--- src/design/corr_consts.svh ---
`ifndef CORR_CONSTS_SVH
`define CORR_CONSTS_SVH

// ------------------------------
// Correlator sizing
// ------------------------------

// Width of one cosine or sine count
`define CORR_ACCUM_BITS 12

// Antenna pairs handled by one block
`define CORR_SLOTS 12
`define CORR_SLOT_BITS 4

// Array size and block count
`define CORR_ANTENNAS 24
`define CORR_BLOCKS 2

// Register bus data width
`define CORR_BUS_BITS 32

`endif
--- src/design/vis_types_pkg.sv ---
`include "corr_consts.svh"

package vis_types_pkg;

   // One count
   typedef logic [`CORR_ACCUM_BITS-1:0] accum_t;

   // Sine count in the upper half
   typedef struct packed {
      accum_t sin_count;
      accum_t cos_count;
   } vis_fields_t;

   // RAM and bus use raw, the adders use f
   typedef union packed {
      logic [2*`CORR_ACCUM_BITS-1:0] raw;
      vis_fields_t                   f;
   } vis_word_u;

   // ------------------------------
   // Register map
   // ------------------------------
   typedef logic [5:0] reg_addr_t;

   localparam reg_addr_t REG_BLOCK_LEN = 6'd0;
   localparam reg_addr_t REG_STATUS    = 6'd1;
   // VIS at base + 12*block + slot
   localparam reg_addr_t REG_VIS_BASE  = 6'd16;
   localparam reg_addr_t REG_VIS_LAST  = 6'd39;

endpackage

--- src/design/corr_types_pkg.sv ---
`include "corr_consts.svh"

package corr_types_pkg;

   // One sample bit per antenna
   typedef logic [`CORR_ANTENNAS-1:0] ant_word_t;

   // Time-multiplex slot, also the RAM row
   typedef logic [`CORR_SLOT_BITS-1:0] slot_t;

   typedef logic [$clog2(`CORR_ANTENNAS)-1:0] ant_index_t;

   // Second antenna in the upper bits
   typedef struct packed {
      ant_index_t b_index;
      ant_index_t a_index;
   } ant_pair_t;

   typedef ant_pair_t pair_table_t [0:`CORR_SLOTS-1];

   // Block 0 is antenna 0 against 1..12, block 1 is antenna 13 against the rest
   localparam pair_table_t pair_tables [0:`CORR_BLOCKS-1] = '{
      '{'{5'd1, 5'd0}, '{5'd2, 5'd0}, '{5'd3, 5'd0}, '{5'd4, 5'd0},
        '{5'd5, 5'd0}, '{5'd6, 5'd0}, '{5'd7, 5'd0}, '{5'd8, 5'd0},
        '{5'd9, 5'd0}, '{5'd10, 5'd0}, '{5'd11, 5'd0}, '{5'd12, 5'd0}},
      '{'{5'd14, 5'd13}, '{5'd15, 5'd13}, '{5'd16, 5'd13}, '{5'd17, 5'd13},
        '{5'd18, 5'd13}, '{5'd19, 5'd13}, '{5'd20, 5'd13}, '{5'd21, 5'd13},
        '{5'd22, 5'd13}, '{5'd23, 5'd13}, '{5'd0, 5'd13}, '{5'd1, 5'd13}}
   };

endpackage

--- src/design/corr_top.sv ---
`include "corr_consts.svh"

module corr_top (
   input  logic                      clk_x,
   input  logic                      arst_n,
   input  logic                      sample_stb,
   input  corr_types_pkg::ant_word_t sample_re,
   input  corr_types_pkg::ant_word_t sample_im,
   input  vis_types_pkg::reg_addr_t  bus_addr,
   input  logic                      bus_wr,
   input  logic                      bus_rd,
   input  logic [`CORR_BUS_BITS-1:0] bus_wdata,
   output logic [`CORR_BUS_BITS-1:0] bus_rdata,
   output logic                      bus_ack
);

   logic [`CORR_BUS_BITS-1:0] block_len;
   corr_types_pkg::slot_t     rd_slot;
   logic                      slot_en;
   logic                      clear_lvl;
   logic                      active_bank;
   logic                      bank_sw;
   logic                      overflow_stb;
   corr_types_pkg::ant_word_t lat_re;
   corr_types_pkg::ant_word_t lat_im;
   logic                      rb_bank;
   corr_types_pkg::slot_t     rb_slot;
   vis_types_pkg::vis_word_u  rb_data [`CORR_BLOCKS];

   // Sample capture and slot sweep
   corr_sequencer u_seq (
      .clk_x        (clk_x),
      .arst_n       (arst_n),
      .sample_stb   (sample_stb),
      .sample_re    (sample_re),
      .sample_im    (sample_im),
      .block_len    (block_len),
      .rd_slot      (rd_slot),
      .slot_en      (slot_en),
      .clear_lvl    (clear_lvl),
      .active_bank  (active_bank),
      .bank_sw      (bank_sw),
      .overflow_stb (overflow_stb),
      .lat_re       (lat_re),
      .lat_im       (lat_im)
   );

   // Register bus
   corr_regs u_regs (
      .clk_x        (clk_x),
      .arst_n       (arst_n),
      .bus_addr     (bus_addr),
      .bus_wr       (bus_wr),
      .bus_rd       (bus_rd),
      .bus_wdata    (bus_wdata),
      .bus_rdata    (bus_rdata),
      .bus_ack      (bus_ack),
      .active_bank  (active_bank),
      .bank_sw      (bank_sw),
      .overflow_stb (overflow_stb),
      .rb_data0     (rb_data[0]),
      .rb_data1     (rb_data[1]),
      .block_len    (block_len),
      .rb_bank      (rb_bank),
      .rb_slot      (rb_slot)
   );

   // ------------------------------
   // Correlator blocks
   // ------------------------------
   // Same sweep, different pair table
   for (genvar b = 0; b < `CORR_BLOCKS; b++) begin : g_blk
      correlator_block #(
         .BLOCK_ID (b)
      ) u_blk (
         .clk_x       (clk_x),
         .arst_n      (arst_n),
         .rd_slot     (rd_slot),
         .slot_en     (slot_en),
         .clear_lvl   (clear_lvl),
         .active_bank (active_bank),
         .sample_re   (lat_re),
         .sample_im   (lat_im),
         .rb_bank     (rb_bank),
         .rb_slot     (rb_slot),
         .rb_data     (rb_data[b])
      );
   end

endmodule

--- src/design/corr_regs.sv ---
`include "corr_consts.svh"

module corr_regs (
   input  logic                      clk_x,
   input  logic                      arst_n,
   input  vis_types_pkg::reg_addr_t  bus_addr,
   input  logic                      bus_wr,
   input  logic                      bus_rd,
   input  logic [`CORR_BUS_BITS-1:0] bus_wdata,
   output logic [`CORR_BUS_BITS-1:0] bus_rdata,
   output logic                      bus_ack,
   input  logic                      active_bank,
   input  logic                      bank_sw,
   input  logic                      overflow_stb,
   input  vis_types_pkg::vis_word_u  rb_data0,
   input  vis_types_pkg::vis_word_u  rb_data1,
   output logic [`CORR_BUS_BITS-1:0] block_len,
   output logic                      rb_bank,
   output corr_types_pkg::slot_t     rb_slot
);

   logic                      req_q;
   logic                      overflow;
   logic [15:0]               sw_count;
   logic [`CORR_BUS_BITS-1:0] status_word;
   logic [`CORR_BUS_BITS-1:0] reg_val;
   vis_types_pkg::reg_addr_t  addr_q;
   vis_types_pkg::reg_addr_t  vis_off;
   vis_types_pkg::reg_addr_t  vis_slot;
   logic                      is_vis;
   logic                      is_blk1;
   logic                      vis_hit_q;
   logic                      vis_blk_q;
   logic                      vis_hit_d;
   logic                      vis_blk_d;
   vis_types_pkg::vis_word_u  rb_sel;

   // ------------------------------
   // Address decode
   // ------------------------------
   assign is_vis  = (bus_addr >= vis_types_pkg::REG_VIS_BASE) &&
                    (bus_addr <= vis_types_pkg::REG_VIS_LAST);
   assign vis_off = bus_addr - vis_types_pkg::REG_VIS_BASE;
   // Upper twelve entries belong to block 1
   assign is_blk1  = (vis_off >= 6'(`CORR_SLOTS));
   assign vis_slot = is_blk1 ? vis_off - 6'(`CORR_SLOTS) : vis_off;

   // Bank bit, sticky overflow, switch count on top
   assign status_word = {sw_count, 14'd0, overflow, active_bank};

   // Writable state and ack
   always_ff @(posedge clk_x or negedge arst_n) begin
      if (!arst_n) begin
         req_q     <= 1'b0;
         bus_ack   <= 1'b0;
         overflow  <= 1'b0;
         sw_count  <= '0;
         block_len <= {{(`CORR_BUS_BITS-1){1'b0}}, 1'b1};
      end else begin
         req_q   <= bus_rd | bus_wr;
         bus_ack <= req_q;
         if (bus_wr && bus_addr == vis_types_pkg::REG_BLOCK_LEN) begin
            block_len <= bus_wdata;
         end
         // New overflow beats a clear in the same cycle
         if (overflow_stb) begin
            overflow <= 1'b1;
         end else if (bus_wr && bus_addr == vis_types_pkg::REG_STATUS) begin
            overflow <= 1'b0;
         end
         if (bank_sw) begin
            sw_count <= sw_count + 16'd1;
         end
      end
   end

   // ------------------------------
   // Read path
   // ------------------------------
   // Stage 1 drives the RAM readout address, stage 2 holds the select
   always_ff @(posedge clk_x) begin
      addr_q    <= bus_addr;
      vis_hit_q <= is_vis;
      vis_blk_q <= is_blk1;
      rb_slot   <= vis_slot[`CORR_SLOT_BITS-1:0];
      rb_bank   <= ~active_bank;
      vis_hit_d <= vis_hit_q;
      vis_blk_d <= vis_blk_q;
      if (addr_q == vis_types_pkg::REG_BLOCK_LEN) begin
         reg_val <= block_len;
      end else if (addr_q == vis_types_pkg::REG_STATUS) begin
         reg_val <= status_word;
      end else begin
         reg_val <= '0;
      end
   end

   // RAM data arrives together with ack
   assign rb_sel    = vis_blk_d ? rb_data1 : rb_data0;
   assign bus_rdata = vis_hit_d ?
                      {{(`CORR_BUS_BITS - 2*`CORR_ACCUM_BITS){1'b0}}, rb_sel.raw} : reg_val;

endmodule

--- src/design/corr_sequencer.sv ---
`include "corr_consts.svh"

module corr_sequencer (
   input  logic                       clk_x,
   input  logic                       arst_n,
   input  logic                       sample_stb,
   input  corr_types_pkg::ant_word_t  sample_re,
   input  corr_types_pkg::ant_word_t  sample_im,
   input  logic [`CORR_BUS_BITS-1:0]  block_len,
   output corr_types_pkg::slot_t      rd_slot,
   output logic                       slot_en,
   output logic                       clear_lvl,
   output logic                       active_bank,
   output logic                       bank_sw,
   output logic                       overflow_stb,
   output corr_types_pkg::ant_word_t  lat_re,
   output corr_types_pkg::ant_word_t  lat_im
);

   logic                      accept;
   logic                      switch_now;
   logic [`CORR_BUS_BITS-1:0] len_eff;
   logic [`CORR_BUS_BITS-1:0] samp_cnt;

   // Only taken between sweeps
   assign accept = sample_stb & ~slot_en;

   // Zero length behaves as one
   assign len_eff = (block_len == '0) ? {{(`CORR_BUS_BITS-1){1'b0}}, 1'b1} : block_len;

   // Bank is full once len_eff samples are in
   assign switch_now = (samp_cnt >= len_eff);

   // ------------------------------
   // Sweep and bank control
   // ------------------------------
   always_ff @(posedge clk_x or negedge arst_n) begin
      if (!arst_n) begin
         rd_slot      <= '0;
         slot_en      <= 1'b0;
         clear_lvl    <= 1'b0;
         active_bank  <= 1'b0;
         bank_sw      <= 1'b0;
         overflow_stb <= 1'b0;
         samp_cnt     <= '0;
      end else begin
         bank_sw      <= accept & switch_now;
         // Strobe during a sweep is lost
         overflow_stb <= sample_stb & slot_en;
         if (accept) begin
            slot_en   <= 1'b1;
            rd_slot   <= '0;
            clear_lvl <= switch_now;
            if (switch_now) begin
               active_bank <= ~active_bank;
               // This sample is the first of the new bank
               samp_cnt    <= {{(`CORR_BUS_BITS-1){1'b0}}, 1'b1};
            end else begin
               samp_cnt <= samp_cnt + 1'b1;
            end
         end else if (slot_en) begin
            if (rd_slot == corr_types_pkg::slot_t'(`CORR_SLOTS - 1)) begin
               slot_en <= 1'b0;
            end else begin
               rd_slot <= rd_slot + 1'b1;
            end
         end
      end
   end

   // Sample held for the whole sweep
   always_ff @(posedge clk_x) begin
      if (accept) begin
         lat_re <= sample_re;
         lat_im <= sample_im;
      end
   end

endmodule

--- src/design/correlator_block.sv ---
module correlator_block #(
   parameter int BLOCK_ID = 0
) (
   input  logic                      clk_x,
   input  logic                      arst_n,
   input  corr_types_pkg::slot_t     rd_slot,
   input  logic                      slot_en,
   input  logic                      clear_lvl,
   input  logic                      active_bank,
   input  corr_types_pkg::ant_word_t sample_re,
   input  corr_types_pkg::ant_word_t sample_im,
   input  logic                      rb_bank,
   input  corr_types_pkg::slot_t     rb_slot,
   output vis_types_pkg::vis_word_u  rb_data
);

   corr_types_pkg::ant_pair_t pair;
   logic                      ar;
   logic                      br;
   logic                      bi;
   vis_types_pkg::vis_word_u  acc_data;
   vis_types_pkg::vis_word_u  acc_out;
   logic                      en_d1;
   logic                      en_d2;
   corr_types_pkg::slot_t     slot_d1;
   corr_types_pkg::slot_t     slot_d2;
   logic                      bank_d1;
   logic                      bank_d2;

   // ------------------------------
   // Pair select
   // ------------------------------
   // Fixed table per block
   assign pair = corr_types_pkg::pair_tables[BLOCK_ID][rd_slot];

   // Real of a against real and imaginary of b
   assign ar = sample_re[pair.a_index];
   assign br = sample_re[pair.b_index];
   assign bi = sample_im[pair.b_index];

   // ------------------------------
   // Write-back delay line
   // ------------------------------
   // Read at t, add at t+1, write at t+2
   always_ff @(posedge clk_x or negedge arst_n) begin
      if (!arst_n) begin
         en_d1 <= 1'b0;
         en_d2 <= 1'b0;
      end else begin
         en_d1 <= slot_en;
         en_d2 <= en_d1;
      end
   end

   // Write address follows the enable
   // Bank is carried along so a switch mid-pipe lands in the old bank
   always_ff @(posedge clk_x) begin
      slot_d1 <= rd_slot;
      slot_d2 <= slot_d1;
      bank_d1 <= active_bank;
      bank_d2 <= bank_d1;
   end

   // Products and adders
   cos_sin_accum u_accum (
      .clk_x   (clk_x),
      .arst_n  (arst_n),
      .go      (slot_en),
      .clear   (clear_lvl),
      .ar      (ar),
      .br      (br),
      .bi      (bi),
      .acc_in  (acc_data),
      .acc_out (acc_out)
   );

   // Visibility store
   // Accumulate side on the active bank, readout on the other
   vis_bank_ram u_ram (
      .clk_x    (clk_x),
      .we       (en_d2),
      .wr_bank  (bank_d2),
      .wr_slot  (slot_d2),
      .wr_data  (acc_out),
      .acc_bank (active_bank),
      .acc_slot (rd_slot),
      .acc_data (acc_data),
      .rb_bank  (rb_bank),
      .rb_slot  (rb_slot),
      .rb_data  (rb_data)
   );

endmodule

--- src/design/vis_bank_ram.sv ---
`include "corr_consts.svh"

module vis_bank_ram (
   input  logic                     clk_x,
   input  logic                     we,
   input  logic                     wr_bank,
   input  corr_types_pkg::slot_t    wr_slot,
   input  vis_types_pkg::vis_word_u wr_data,
   input  logic                     acc_bank,
   input  corr_types_pkg::slot_t    acc_slot,
   output vis_types_pkg::vis_word_u acc_data,
   input  logic                     rb_bank,
   input  corr_types_pkg::slot_t    rb_slot,
   output vis_types_pkg::vis_word_u rb_data
);

   // Two banks of 16 rows, bank is the address MSB
   localparam int DEPTH = 2 << `CORR_SLOT_BITS;

   logic [$bits(vis_types_pkg::vis_word_u)-1:0] mem [0:DEPTH-1];

   // Counts start at zero
   initial begin
      for (int i = 0; i < DEPTH; i++) begin
         mem[i] = '0;
      end
   end

   // Write port plus two registered read ports
   always_ff @(posedge clk_x) begin
      if (we) begin
         mem[{wr_bank, wr_slot}] <= wr_data.raw;
      end
      acc_data.raw <= mem[{acc_bank, acc_slot}];
      rb_data.raw  <= mem[{rb_bank, rb_slot}];
   end

endmodule

--- src/design/cos_sin_accum.sv ---
module cos_sin_accum (
   input  logic                     clk_x,
   input  logic                     arst_n,
   input  logic                     go,
   input  logic                     clear,
   input  logic                     ar,
   input  logic                     br,
   input  logic                     bi,
   input  vis_types_pkg::vis_word_u acc_in,
   output vis_types_pkg::vis_word_u acc_out
);

   logic                     prod_cos;
   logic                     prod_sin;
   logic                     clear_q;
   vis_types_pkg::vis_word_u base;
   vis_types_pkg::vis_word_u sum;

   // ------------------------------
   // Stage 1 products
   // ------------------------------
   // One-bit multiply is XNOR
   // Captured with go so they line up with the RAM read
   always_ff @(posedge clk_x or negedge arst_n) begin
      if (!arst_n) begin
         prod_cos <= 1'b0;
         prod_sin <= 1'b0;
         clear_q  <= 1'b0;
      end else if (go) begin
         prod_cos <= ar ~^ br;
         prod_sin <= ar ~^ bi;
         clear_q  <= clear;
      end
   end

   // ------------------------------
   // Stage 2 accumulate
   // ------------------------------
   // First sweep after a switch starts from zero
   assign base = clear_q ? '0 : acc_in;

   always_comb begin
      sum.f.cos_count = base.f.cos_count + vis_types_pkg::accum_t'(prod_cos);
      sum.f.sin_count = base.f.sin_count + vis_types_pkg::accum_t'(prod_sin);
   end

   // Sum register feeds the RAM write port
   always_ff @(posedge clk_x) begin
      acc_out <= sum;
   end

endmodule

--- config.mk ---
export PLATFORM = sky130hd
export DESIGN_NAME = corr_top
export DESIGN_NICKNAME = d
export VERILOG_FILES = /design/src/design/vis_types_pkg.sv /design/src/design/corr_types_pkg.sv /design/src/design/corr_top.sv /design/src/design/corr_regs.sv /design/src/design/corr_sequencer.sv /design/src/design/correlator_block.sv /design/src/design/vis_bank_ram.sv /design/src/design/cos_sin_accum.sv
export VERILOG_INCLUDE_DIRS = /design/src /design/src/design
export SDC_FILE = /design/constraint.sdc
export NUM_CORES = 2
export LEC_CHECK = 0
export CORE_MARGIN = 2
export CORE_UTILIZATION = 55
export CTS_CLUSTER_DIAMETER = 40
export DETAILED_ROUTE_END_ITERATION = 8
export DONT_BUFFER_PORTS = 1
export HOLD_SLACK_MARGIN = 0.15
export PLACE_DENSITY = 0.69
export RECOVER_POWER = 50
export SYNTH_ARGS = -nofsm -noshare
export SYNTH_HDL_FRONTEND = slang
export SYNTH_SLANG_ARGS = --single-unit
--- constraint.sdc ---
create_clock -name clk_x -period 4.2 [get_ports clk_x]
set_clock_uncertainty 0.15 [all_clocks]
set_input_delay 0.63 -clock clk_x [delete_from_list [all_inputs] [get_ports clk_x]]
set_output_delay 0.63 -clock clk_x [all_outputs]
set_load 0.02 [all_outputs]
==> results.py <==
metrics = {
    "synth": {
        "synth_cell_types": 54,
        "yosysMostFrequentCell": "edfxtp_1",
        "ys_seq_elements": 1882,
        "synthFlopType": "edfxtp_1",
        "yosys_warnings": 0,
        "seq_area_frac_synth_pct": 65.1,
        "synth.largest_area_cell": "edfxtp_1",
        "netlist.area_leader.share_pct": 57.3,
        "synth_edf_count": 1584,
        "postSynthCellCount": 4087,
        "synth_nets": 4228,
        "syn-cell-area_sq_um": 83000,
        "async_flop_share_pct": 5.26,
        "syn_area_per_cell_sq_um": 20.3,
        "synth_top_cells_by_area": "edfxtp_1, mux4_2, dfxtp_1",
        "synth_commonest_cells": "edfxtp_1, mux4_2, nand2_1",
    },
    "drt": {
        "routed_wl_um": 233000,
        "ant_nets": 0,
        "drt_iter0_drc": 5733,
        "wl_per_cell_um": 35.4,
        "vias_per_cell": 6.91,
        "num_vias": 45400,
        "route.detailed.drc": 0,
        "dr.pass1.iters": 6,
    },
    "global_routing": {
        "grt.overflow.total": 0,
        "first_global_vias": 45800,
        "antenna_found_initial": 6,
        "grt_pass1_wl_um": 332000,
        "grt.total_usage_pct": 30.9,
        "grt_max_degree": 136,
    },
    "power_and_ir_drop": {
        "p_per_area_nw_per_um2": 678,
        "leakage_nw": 32.1,
        "finalPower_mw": 65.6,
        "ir_drop_uv": 1020,
    },
    "placement": {
        "dp_slack_ns": 1.02,
        "port_buffers": 0,
        "gp_congestion": 0.810,
        "dp_hpwl_um": 124000,
    },
    "timing": {
        "finalCriticalPeriod_ns": 3.82,
        "hold_viol": 0,
        "worstMarginPinSlew_ns": 1.82,
        "setup_viol": 0,
        "drv_slew": 142,
        "worst_slack_ns": 0.380,
        "post-route-period-util_pct": 91.0,
        "rsz0062_at_grt": "false",
        "setup_tns_ns": 0,
        "slew_headroom_pct": -21.2,
        "fmax_mhz": 262,
    },
    "finish": {
        "ff_latch_area_sq_um": 54100,
        "multi_input_area_sq_um": 27900,
        "drive_gt1_share_pct": 36.3,
        "area_delta_synth_final_pct": 16.6,
        "fillCellCount": 9700,
        "final_nets": 4499,
    },
    "clocking": {
        "clk_latency_ns": 0.91,
        "cts.sinks": 1882,
        "clock_path_buffers": 4,
        "cts_tree": "yes",
        "cts_made_buffers": 275,
        "path_clk_slew_ns": 0.06,
        "cts_root_buf": "clkbuf_16",
        "ctsResizeCount": 0,
        "h-tree-depth": 5,
    },
    "worst_setup_path": {
        "worstSetupPathType": "register to primary output",
        "arrival_ns": 3.04,
        "cp_max_fo": 56,
        "cp-end-kind": "primary output",
        "startpoint_type": "register",
        "required_ns": 3.42,
    },
    "floorplan": {
        "die-area_sq_um": 154000,
        "ioPinCount": 124,
        "rows": 142,
        "die_x_um": 392,
        "die_h_um": 392,
        "core_area_sq_um": 150000,
        "initial_core_util_pct": 55.4,
    },
    "flow_run": {
        "cap_violations": 6,
    },
    "outcome": {
        "status": "finished, violations left",
        "violations": "capacitance limit, slew limit",
    },
    "worst_hold_path": {
        "hold_class": "register to register",
    },
}
layout by cell type, fill, tap and decap left out, types with 48 or more instances in the layout:
master         instances
nor2_1               117
edfxtp_1            1584
mux2_2                52
buf_12                54
dfrtp_1               95
mux4_2               982
dfxtp_1              192
xor2_1                48
nand2_1              229
ha_1                  50
clkbuf_16            286
a21oi_1               49
dlygate4sd3_1        124
buf_4                 77
report_power, final:
part,leakage [nW],total (mW),switching (mW),internal (mW)
logic,10.3,14.9,7.46,7.48
registers,17.4,27.9,3.12,24.7
clock network,4.42,22.8,8.54,14.2
what timing repair did:
action / in CTS / in global routing
hold buffers: 125 / 0
hold endpoints to repair: 199 / 0
buffers inserted: 0 / 0
area by class of cell:
| class | count | share of cell area [%] |
|---|---|---|
| antenna | 1 | 0.00259 |
| sequential | 1882 | 55.9 |
| timing repair buffer | 263 | 3.05 |
| clock inverter | 155 | 1.77 |
| multi-input combinational | 1893 | 28.9 |
| tap | 2016 | 2.61 |
| clock buffer | 321 | 7.64 |
| inverter | 43 | 0.177 |
path summary, 6_finish.rpt:
path,from,cells past startpoint,slack (ns),end
max,u_regs.vis_hit_d$_DFF_P_,2,0.38,bus_rdata[4]
min,g_blk[1].u_blk.slot_d1[3]$_DFF_P_,0,0.17,g_blk[1].u_blk.slot_d2[3]$_DFF_P_
max reg2reg,u_seq.rd_slot[3]$_DFFE_PN0P_,5,0.80,g_blk[0].u_blk.u_accum.prod_sin$_DFFE_PN0P_
min reg2reg,g_blk[1].u_blk.slot_d1[3]$_DFF_P_,0,0.17,g_blk[1].u_blk.slot_d2[3]$_DFF_P_
max in group asynchronous,arst_n,4,1.74,u_regs.sw_count[8]$_DFFE_PN0P_
min in group asynchronous,arst_n,3,0.70,u_regs.block_len[29]$_DFFE_PN0P_
flip-flops by register name (all words and copies together), names as in the netlist, 2 cells and up:
register,count
u_regs.rb_slot,4
g_blk.u_blk.slot_d2,4
u_seq.rd_slot,4
u_regs.sw_count,16
g_blk.u_blk.u_accum.acc_out,48
u_seq.samp_cnt,32
u_regs.addr_q,4
u_seq.lat_re,24
u_seq.lat_im,24
u_regs.reg_val,32
g_blk.u_blk.u_accum.prod_cos,2
g_blk.u_blk.u_ram.mem,1536
g_blk.u_blk.slot_d1,4
u_regs.block_len,32
g_blk.u_blk.u_accum.prod_sin,2
g_blk.u_blk.u_ram.rb_data,48
g_blk.u_blk.u_ram.acc_data,48
worst max-delay path, cell delays in order (launching register included):
cell	delay (ns)
dfxtp_2	1.11
nor2_1	0.18
a21oi_1	0.85
stage by stage:
stage / instance area, sq um / util (%) / hold WS, ns / instances
after floorplan: 83000 / - / 0.160 / 4087
after global placement: 86400 / 57.7 / 0.160 / 5972
final: 96700 / 64.6 / 0.172 / 6574
after global routing: 96700 / 64.6 / 0.171 / 6573
after detailed placement: 86400 / 57.7 / 0.162 / 5972
after CTS: 96800 / 64.6 / 0.154 / 6573
routing by layer:
layer	share of wire [%]	GRT usage (%)	up-vias
li1	-	-	17900
met1	37	43.0	24300
met2	49	49.2	2801
met3	11	6.89	425
met4	3.1	9.78	2
met5	0.0086	0	-
kinds of logic after synthesis:
logic type | after synthesis | synth area share [%]
flops | 1882 | 65.1
mux | 1079 | 27.9
simple gates | 561 | 3.07
buf+inv | 312 | 1.54
compound gates | 122 | 0.794
xor+xnor | 81 | 0.855
fa+ha+maj | 50 | 0.754
Note: power is estimated with default switching activity, not from simulation.
